[src/logic/freq_settings.svh]
////////////////////////////////////////////////////////////////////////////
// Frequency monitor build settings for counter, window and bus widths
////////////////////////////////////////////////////////////////////////////

`ifndef FREQ_SETTINGS_SVH
`define FREQ_SETTINGS_SVH

// xcvr_clk cycles counted over one window, saturating at the top
`define FREQ_CNT_W 24

// window length in reference clock edges
`define FREQ_WIN_W 16

// window length loaded by reset, before software touches the register
`define FREQ_WIN_DEFAULT 16

// register bus widths, byte addressed
`define AXIL_ADDR_W 8
`define AXIL_DATA_W 32

`endif
[src/logic/freq_regs_pkg.sv]
////////////////////////////////////////////////////////////////////////////
// Register map and AXI4-Lite encodings for the frequency monitor
////////////////////////////////////////////////////////////////////////////

`include "freq_settings.svh"

package freq_regs_pkg;

	typedef logic [`AXIL_ADDR_W-1:0] axil_addr_t;
	typedef logic [`AXIL_DATA_W-1:0] axil_data_t;

	// only the two responses this slave can give
	typedef enum logic [1:0] {
		resp_okay   = 2'b00,
		resp_slverr = 2'b10
	} axil_resp_t;

	// byte offsets of the registers, anything else is unmapped
	typedef enum logic [`AXIL_ADDR_W-1:0] {
		reg_ctrl     = 'h00,
		reg_window   = 'h04,
		reg_limit_lo = 'h08,
		reg_limit_hi = 'h0c,
		reg_status   = 'h10,
		reg_result   = 'h14
	} reg_offset_t;

	// control register bits
	localparam int unsigned ctrl_enable_bit = 0;
	localparam int unsigned ctrl_irq_en_bit = 1;

	// status register bits
	localparam int unsigned stat_done_bit         = 0;
	localparam int unsigned stat_in_range_bit     = 1;
	localparam int unsigned stat_out_of_range_bit = 2;

endpackage

[src/logic/freq_meas_pkg.sv]
////////////////////////////////////////////////////////////////////////////
// Measurement types shared by the window counter and the register block
////////////////////////////////////////////////////////////////////////////

`include "freq_settings.svh"

package freq_meas_pkg;

	// number of xcvr_clk cycles seen inside one measurement window
	typedef logic [`FREQ_CNT_W-1:0] meas_count_t;

	// window length, counted in reference clock rising edges
	// a value of zero behaves as a window of one edge
	typedef logic [`FREQ_WIN_W-1:0] win_len_t;

	// the count sticks here instead of wrapping when the reference is lost
	localparam meas_count_t meas_count_max = '1;

endpackage

[src/logic/freq_monitor_top.sv]
////////////////////////////////////////////////////////////////////////////
// Transceiver clock frequency monitor with an AXI4-Lite register slave
////////////////////////////////////////////////////////////////////////////

`timescale 1ns/1ns

`include "freq_settings.svh"

module freq_monitor_top (
	input  logic                      xcvr_clk,
	input  logic                      rst,
	input  logic                      refclk,
	input  freq_regs_pkg::axil_addr_t  awaddr,
	input  logic                      awvalid,
	output logic                      awready,
	input  freq_regs_pkg::axil_data_t  wdata,
	input  logic [`AXIL_DATA_W/8-1:0] wstrb,
	input  logic                      wvalid,
	output logic                      wready,
	output freq_regs_pkg::axil_resp_t  bresp,
	output logic                      bvalid,
	input  logic                      bready,
	input  freq_regs_pkg::axil_addr_t  araddr,
	input  logic                      arvalid,
	output logic                      arready,
	output freq_regs_pkg::axil_data_t  rdata,
	output freq_regs_pkg::axil_resp_t  rresp,
	output logic                      rvalid,
	input  logic                      rready,
	output logic                      meas_irq
);

	import freq_meas_pkg::*;

	logic        ref_edge;
	logic        meas_enable;
	logic        restart;
	win_len_t    win_len;
	meas_count_t limit_lo;
	meas_count_t limit_hi;
	meas_count_t result;
	logic        meas_done;
	logic        in_range;
	logic        out_of_range;

	// refclk is only ever seen as data in the xcvr_clk domain
	refclk_edge_sampler u_sampler (
		.xcvr_clk (xcvr_clk),
		.rst      (rst),
		.refclk   (refclk),
		.ref_edge (ref_edge)
	);

	freq_window_counter u_counter (
		.xcvr_clk     (xcvr_clk),
		.rst          (rst),
		.ref_edge     (ref_edge),
		.meas_enable  (meas_enable),
		.restart      (restart),
		.win_len      (win_len),
		.limit_lo     (limit_lo),
		.limit_hi     (limit_hi),
		.result       (result),
		.meas_done    (meas_done),
		.in_range     (in_range),
		.out_of_range (out_of_range)
	);

	freq_csr_axil u_csr (
		.xcvr_clk     (xcvr_clk),
		.rst          (rst),
		.awaddr       (awaddr),
		.awvalid      (awvalid),
		.awready      (awready),
		.wdata        (wdata),
		.wstrb        (wstrb),
		.wvalid       (wvalid),
		.wready       (wready),
		.bresp        (bresp),
		.bvalid       (bvalid),
		.bready       (bready),
		.araddr       (araddr),
		.arvalid      (arvalid),
		.arready      (arready),
		.rdata        (rdata),
		.rresp        (rresp),
		.rvalid       (rvalid),
		.rready       (rready),
		.meas_enable  (meas_enable),
		.restart      (restart),
		.win_len      (win_len),
		.limit_lo     (limit_lo),
		.limit_hi     (limit_hi),
		.result       (result),
		.meas_done    (meas_done),
		.in_range     (in_range),
		.out_of_range (out_of_range),
		.meas_irq     (meas_irq)
	);

endmodule

[src/logic/freq_csr_axil.sv]
////////////////////////////////////////////////////////////////////////////
// AXI4-Lite register block with control, limits, sticky status and result
////////////////////////////////////////////////////////////////////////////

`timescale 1ns/1ns

`include "freq_settings.svh"

module freq_csr_axil (
	input  logic                        xcvr_clk,
	input  logic                        rst,
	input  freq_regs_pkg::axil_addr_t    awaddr,
	input  logic                        awvalid,
	output logic                        awready,
	input  freq_regs_pkg::axil_data_t    wdata,
	input  logic [`AXIL_DATA_W/8-1:0]   wstrb,
	input  logic                        wvalid,
	output logic                        wready,
	output freq_regs_pkg::axil_resp_t    bresp,
	output logic                        bvalid,
	input  logic                        bready,
	input  freq_regs_pkg::axil_addr_t    araddr,
	input  logic                        arvalid,
	output logic                        arready,
	output freq_regs_pkg::axil_data_t    rdata,
	output freq_regs_pkg::axil_resp_t    rresp,
	output logic                        rvalid,
	input  logic                        rready,
	output logic                        meas_enable,
	output logic                        restart,
	output freq_meas_pkg::win_len_t      win_len,
	output freq_meas_pkg::meas_count_t   limit_lo,
	output freq_meas_pkg::meas_count_t   limit_hi,
	input  freq_meas_pkg::meas_count_t   result,
	input  logic                        meas_done,
	input  logic                        in_range,
	input  logic                        out_of_range,
	output logic                        meas_irq
);

	import freq_regs_pkg::*;
	import freq_meas_pkg::*;

	logic [1:0] ctrl_q;
	logic       done_sticky;
	logic       oor_sticky;
	logic       wr_accept;
	logic       rd_accept;
	logic       wr_hit;
	logic       rd_hit;
	logic       status_rd;
	axil_data_t status_word;
	axil_data_t wr_old;
	axil_data_t wr_merged;
	axil_data_t rd_word;

	// address and data must both be present, one response at a time
	assign wr_accept = awvalid && wvalid && !bvalid;
	assign awready   = wr_accept;
	assign wready    = wr_accept;
	assign rd_accept = arvalid && !rvalid;
	assign arready   = rd_accept;

	assign meas_enable = ctrl_q[ctrl_enable_bit];
	assign status_rd   = rd_accept && (araddr == reg_status);

	always_comb begin
		status_word = '0;
		status_word[stat_done_bit] = done_sticky;
		status_word[stat_in_range_bit] = in_range;
		status_word[stat_out_of_range_bit] = oor_sticky;
	end

	// current value of the write target, so unstrobed bytes survive
	always_comb begin
		wr_hit = 1'b1;
		wr_old = '0;
		case (reg_offset_t'(awaddr))
			reg_ctrl:     wr_old = axil_data_t'(ctrl_q);
			reg_window:   wr_old = axil_data_t'(win_len);
			reg_limit_lo: wr_old = axil_data_t'(limit_lo);
			reg_limit_hi: wr_old = axil_data_t'(limit_hi);
			// status and result are read only, writes are ignored
			reg_status:   wr_old = '0;
			reg_result:   wr_old = '0;
			default:      wr_hit = 1'b0;
		endcase
		wr_merged = wr_old;
		for (int i = 0; i < `AXIL_DATA_W / 8; i++) begin
			if (wstrb[i]) begin
				wr_merged[i*8 +: 8] = wdata[i*8 +: 8];
			end
		end
	end

	always_comb begin
		rd_hit  = 1'b1;
		rd_word = '0;
		case (reg_offset_t'(araddr))
			reg_ctrl:     rd_word = axil_data_t'(ctrl_q);
			reg_window:   rd_word = axil_data_t'(win_len);
			reg_limit_lo: rd_word = axil_data_t'(limit_lo);
			reg_limit_hi: rd_word = axil_data_t'(limit_hi);
			reg_status:   rd_word = status_word;
			reg_result:   rd_word = axil_data_t'(result);
			default:      rd_hit  = 1'b0;
		endcase
	end

	// write channel and the writable registers
	always_ff @(posedge xcvr_clk or posedge rst) begin
		if (rst) begin
			ctrl_q   <= '0;
			win_len  <= win_len_t'(`FREQ_WIN_DEFAULT);
			limit_lo <= '0;
			limit_hi <= meas_count_max;
			restart  <= 1'b0;
			bvalid   <= 1'b0;
			bresp    <= resp_okay;
		end else begin
			restart <= 1'b0;
			if (wr_accept) begin
				bvalid <= 1'b1;
				bresp  <= wr_hit ? resp_okay : resp_slverr;
				case (reg_offset_t'(awaddr))
					reg_ctrl: begin
						ctrl_q  <= wr_merged[1:0];
						restart <= 1'b1;
					end
					reg_window: begin
						win_len <= win_len_t'(wr_merged);
						restart <= 1'b1;
					end
					reg_limit_lo: limit_lo <= meas_count_t'(wr_merged);
					reg_limit_hi: limit_hi <= meas_count_t'(wr_merged);
					default: ;
				endcase
			end else if (bready) begin
				bvalid <= 1'b0;
			end
		end
	end

	// read channel, data is captured when the address is taken
	always_ff @(posedge xcvr_clk or posedge rst) begin
		if (rst) begin
			rvalid <= 1'b0;
			rdata  <= '0;
			rresp  <= resp_okay;
		end else begin
			if (rd_accept) begin
				rvalid <= 1'b1;
				rdata  <= rd_word;
				rresp  <= rd_hit ? resp_okay : resp_slverr;
			end else if (rready) begin
				rvalid <= 1'b0;
			end
		end
	end

	// sticky status, cleared by a status read unless a window ends then
	always_ff @(posedge xcvr_clk or posedge rst) begin
		if (rst) begin
			done_sticky <= 1'b0;
			oor_sticky  <= 1'b0;
			meas_irq    <= 1'b0;
		end else begin
			done_sticky <= meas_done | (done_sticky & ~status_rd);
			oor_sticky  <= (meas_done & out_of_range) | (oor_sticky & ~status_rd);
			meas_irq    <= done_sticky & ctrl_q[ctrl_irq_en_bit];
		end
	end

endmodule

[src/logic/freq_window_counter.sv]
////////////////////////////////////////////////////////////////////////////
// Window timer and xcvr_clk cycle counter with result latch and limit check
////////////////////////////////////////////////////////////////////////////

`timescale 1ns/1ns

module freq_window_counter (
	input  logic                      xcvr_clk,
	input  logic                      rst,
	input  logic                      ref_edge,
	input  logic                      meas_enable,
	input  logic                      restart,
	input  freq_meas_pkg::win_len_t    win_len,
	input  freq_meas_pkg::meas_count_t limit_lo,
	input  freq_meas_pkg::meas_count_t limit_hi,
	output freq_meas_pkg::meas_count_t result,
	output logic                      meas_done,
	output logic                      in_range,
	output logic                      out_of_range
);

	import freq_meas_pkg::*;

	typedef enum logic {
		st_wait,
		st_count
	} state_t;

	state_t      state;
	win_len_t    edge_cnt;
	win_len_t    win_last;
	meas_count_t cyc_cnt;
	meas_count_t cyc_next;
	logic        win_close;
	logic        cnt_fits;

	// index of the closing edge, a zero length acts as one edge
	assign win_last = (win_len == '0) ? '0 : win_len - 1'b1;

	// count including the current cycle, held at the top once it gets there
	assign cyc_next = (cyc_cnt == meas_count_max) ? cyc_cnt : cyc_cnt + 1'b1;

	// the edge that ends the window also starts the next one
	assign win_close = (state == st_count) && ref_edge && (edge_cnt == win_last);

	// limits are inclusive at both ends
	assign cnt_fits = (cyc_next >= limit_lo) && (cyc_next <= limit_hi);

	always_ff @(posedge xcvr_clk or posedge rst) begin
		if (rst) begin
			state        <= st_wait;
			edge_cnt     <= '0;
			cyc_cnt      <= '0;
			result       <= '0;
			meas_done    <= 1'b0;
			in_range     <= 1'b0;
			out_of_range <= 1'b0;
		end else begin
			meas_done <= 1'b0;
			if (!meas_enable || restart) begin
				// result and flags keep their last values while idle
				state <= st_wait;
			end else if (state == st_wait) begin
				// first edge after enable opens the window
				if (ref_edge) begin
					state    <= st_count;
					edge_cnt <= '0;
					cyc_cnt  <= '0;
				end
			end else begin
				cyc_cnt <= cyc_next;
				if (win_close) begin
					result       <= cyc_next;
					meas_done    <= 1'b1;
					in_range     <= cnt_fits;
					out_of_range <= !cnt_fits;
					// restart at once so measurement runs back to back
					edge_cnt     <= '0;
					cyc_cnt      <= '0;
				end else if (ref_edge) begin
					edge_cnt <= edge_cnt + 1'b1;
				end
			end
		end
	end

endmodule

[src/logic/refclk_edge_sampler.sv]
////////////////////////////////////////////////////////////////////////////
// Reference clock sampler giving one xcvr_clk pulse per refclk rising edge
////////////////////////////////////////////////////////////////////////////

`timescale 1ns/1ns

module refclk_edge_sampler (
	input  logic xcvr_clk,
	input  logic rst,
	input  logic refclk,
	output logic ref_edge
);

	// two stage synchronizer, then the previous synchronized level
	logic sync_q1;
	logic sync_q2;
	logic prev_q;

	always_ff @(posedge xcvr_clk or posedge rst) begin
		if (rst) begin
			sync_q1  <= 1'b0;
			sync_q2  <= 1'b0;
			prev_q   <= 1'b0;
			ref_edge <= 1'b0;
		end else begin
			sync_q1 <= refclk;
			sync_q2 <= sync_q1;
			prev_q  <= sync_q2;
			// a low to high step of the synchronized level is one edge,
			// so the duty cycle of refclk does not matter
			ref_edge <= sync_q2 & ~prev_q;
		end
	end

endmodule

[config.mk]
export PLATFORM = sky130hd
export DESIGN_NAME = freq_monitor_top
export DESIGN_NICKNAME = d
export VERILOG_FILES = /design/src/logic/freq_regs_pkg.sv /design/src/logic/freq_meas_pkg.sv /design/src/logic/freq_monitor_top.sv /design/src/logic/freq_csr_axil.sv /design/src/logic/freq_window_counter.sv /design/src/logic/refclk_edge_sampler.sv
export VERILOG_INCLUDE_DIRS = /design/src /design/src/logic
export SDC_FILE = /design/constraint.sdc
export NUM_CORES = 1
export LEC_CHECK = 0
export BUFFER_PORTS_ARGS = -buffer_cell sky130_fd_sc_hd__buf_2
export CAP_MARGIN = 20
export CORE_ASPECT_RATIO = 2
export CORE_MARGIN = 3
export CORE_UTILIZATION = 56
export CTS_BUF_LIST = sky130_fd_sc_hd__clkbuf_8
export CTS_CLUSTER_DIAMETER = 120
export CTS_CLUSTER_SIZE = 24
export DETAILED_ROUTE_END_ITERATION = 10
export PLACE_DENSITY = 0.79
export SYNTH_ARGS = -nofsm -noshare
export SYNTH_HDL_FRONTEND = slang
export SYNTH_SLANG_ARGS = --single-unit
[constraint.sdc]
create_clock -name xcvr_clk -period 5.2 [get_ports xcvr_clk]
set_clock_uncertainty 0.05 [all_clocks]
set_input_delay 1.04 -clock xcvr_clk [delete_from_list [all_inputs] [get_ports xcvr_clk]]
set_output_delay 1.04 -clock xcvr_clk [all_outputs]
set_load 0.05 [all_outputs]
==> results.md <==
* Status: complete, no violations
* Global-route wire length before repair at 48.86 mm
* FF+latch count, synth at 170
* Skew-Pair Late Insertion Delay at 0.50 ns
* Yosys top cell by area: dfrtp_1
* Post-CTS setup buffers at 0
* # resized after CTS at 0
* Drt total wl at 30.47 mm
* Worst setup path startpoint: u_counter.cyc_cnt[6]
* Hold buffer count at cts at 0
* Via/cell ratio at 6.194
* Leak at 5.150 nW
* # port buffers at 82
* Sequential fraction of the synthesis area at 0.4024
* Slew @ Worst Pin at 0.9589 ns
* Clock transition at the registers of the reported paths at 0.09 ns
* Die Y at 201.0 um
* Total number of vias at 9347
* CP max FO at 7
* Die area at 0.02081 mm2
* F_max at 0.2156 GHz
* Clock tree buffer depth at 2
* Initial Util at 0.5763
* Synth Flop Type: dfrtp_1
* Post-synth cell types at 74
* Vias in the first global route at 9399
* Die Wd at 103.5 um
* Core ar. at 0.01848 mm2
* Final core occ at 0.6263
* Max Cap Violations at 0
* CP Capture Type: flip-flop
* TritonCTS Buffers at 17
* Synthesized area per cell at 8.816 um2
* DPL Wire Length at 22.54 mm
* Cells after Synth at 1208
* DR DRC count at 0
* Top cells by area, synth: dfrtp_1 34%, o21ai_0 6.8%, dfstp_2 6.2%, ha_1 6.0%, nand2_1 5.7%
* Ys Warns at 0
* CTS tree: yes
* Share of cells above drive strength 1 at 0.1551
* Setup violators final at 0
* Antenna cell count at 0
* Gpl congestion at 0.9328
* Yosys top cell area share at 0.3407
* CP Data Arrival Time at 5.03 ns
* Hold Vio Cnt, Final at 0
* Pin count of the biggest net entering global routing at 171
* Tmin final at 4.638 ns
* Worst hold start: u_sampler.sync_q1
* H-tree depth at 4
* GRT overflow at 0
* Power Density at 287.2 mW/mm2
* CP Launch Type: flip-flop
* Drt wl/cell at 20.19 um
* Area Growth Syn to Fin at 8.682%
* Synthesized area at 0.01065 mm2
* Top cells by instance count after synthesis: 162 x nand2_1, 145 x dfrtp_1, 144 x o21ai_0
* Drt first pass iters at 5
* Root buffer cell: clkbuf_8
* GRT Overall Usage at 0.2981
* RSZ-0062 raised after global routing: no
* Initial antenna violation count at 0
* CP Class: flip-flop to flip-flop
* Max IR drop VDD at 0.1666 mV
* Critical R2R Launch: u_counter.cyc_cnt[6]
* Initial DRC count at 599
* Max Slew Vio Count at 0
* Max-slew headroom at the worst pin at 0.3608
* CP required at 5.59 ns
* Post-route ant nets at 0
* Hold Crit Class: flip-flop to flip-flop
* Row Count at 70
* Worst Hold Slack at 0.3160 ns
* Setup tns final at 0 ns
* Clk sink count at 170
* Fin crit share at 0.8919
* Io pins at 102
* Nets at 1355
* EDFF count, synth at 0
* Async S/R FF share, synth at 1.000
* Most frequent cell after synthesis: nand2_1
==> cells by family (layout without fill, tap and decap cells) <==
group           count (synthesis)  after routing  synth area share
simple gates                  381            381            0.1765
compound gates                348            348            0.2023
fa+ha+maj                      51             51           0.05992
other cells                     1             10         0.0003521
flops                         170            170            0.4024
xor+xnor                       43             43           0.03665
mux                            51             51           0.05733
buf+inv                       163            203           0.06461
==> worst paths after layout <==
| kind | to | slack [ns] | cells past startpoint |
|---|---|---|---|
| min in group asynchronous | u_csr.rdata[15] | 0.71 | 3 |
| hold reg to reg | u_sampler.sync_q2 | 0.32 | 0 |
| setup reg to reg | u_counter.in_range | 0.56 | 14 |
| setup / recovery | u_counter.in_range | 0.56 | 14 |
| hold / removal | u_sampler.sync_q2 | 0.32 | 0 |
| max in group asynchronous | u_csr.limit_lo[0] | 3.64 | 3 |
==> layout by cell type, fill, tap and decap left out, types with 5 or more instances in the layout <==
cell,synthesis,final
nand2_1,162,162
nand3_1,25,25
or4_1,6,6
xnor2_1,27,27
and4_1,7,7
o41ai_1,7,7
o21a_1,7,7
mux2_4,18,18
a31oi_1,5,5
nor2_1,47,47
a21oi_1,72,72
mux2i_1,25,25
and2_1,7,7
nand4_1,27,27
nor2b_1,10,10
and3_1,15,15
or3_1,10,10
buf_2,4,82
dfstp_2,25,25
a32oi_1,5,5
inv_1,70,70
mux2_1,6,6
conb_1,1,10
xor2_1,15,15
a22o_1,20,20
or2_2,5,5
buf_4,11,17
a21o_1,11,11
o21ai_0,144,144
nor3_1,29,29
ha_1,51,51
nor4_1,10,10
a22oi_1,36,36
clkbuf_8,0,19
dfrtp_1,145,145
==> where the power goes <==
part / switching [mW] / total, mW / leakage (nW) / internal (mW)
registers: 0.109 / 1.52 / 2.20 / 1.41
clock network: 0.528 / 0.984 / 0.202 / 0.455
logic: 0.483 / 0.820 / 2.74 / 0.337
==> state kept, by name, indices dropped and copies added, names as in the netlist, 2 cells and up <==
signal and flops:
u_counter.cyc_cnt 24, u_counter.result 24, u_csr.limit_hi 24, u_csr.limit_lo 24, u_csr.rdata 24, u_counter.edge_cnt 16
u_csr.win_len 16, u_csr.ctrl_q 2
==> critical path, cell delays in order (launching register included) <==
cell	delay (ns)
dfrtp_1	0.48
and4_1	0.30
nand4_1	0.24
nor2_1	0.44
nand3_1	0.25
or2_2	0.37
xnor2_1	0.43
ha_1	0.22
nand4_1	0.16
nor4_1	0.41
nand2_1	0.11
o21a_1	0.13
o31a_1	0.09
a211oi_1	0.64
mux2_4	0.27
==> stage by stage <==
stage	cells	setup slack, ns	instance area (um2)	power, mW
2_1_floorplan	1217	0.9358	10690	2.124
3_3_place_gp	1476	0.7767	11160	2.331
3_5_place_dp	1476	0.6590	11160	2.352
4_1_cts	1508	0.6226	11560	3.323
5_1_grt	1509	0.2203	11570	3.482
6_report	1509	0.5622	11570	3.325
==> metal layers <==
metal,part of all wire,wire length [um],GRT usage,vias up
met5,0,0,0,-
met4,0.076,2322,0.2316,0
met3,0.047,1435,0.04570,127
met2,0.53,16090,0.5361,368
met1,0.35,10630,0.3051,4477
li1,-,-,-,4375
==> area by class of cell <==
class,instances,area [um2]
Clock inverter,13,142.6
Sequential cell,170,4285
Tap cell,252,315.3
Multi-Input combinational cell,884,5731
Clock buffer,19,261.5
Inverter,70,266.5
Timing Repair Buffer,101,573.1
Fill cell,1594,6905
Power figures use the tool's default switching activity.
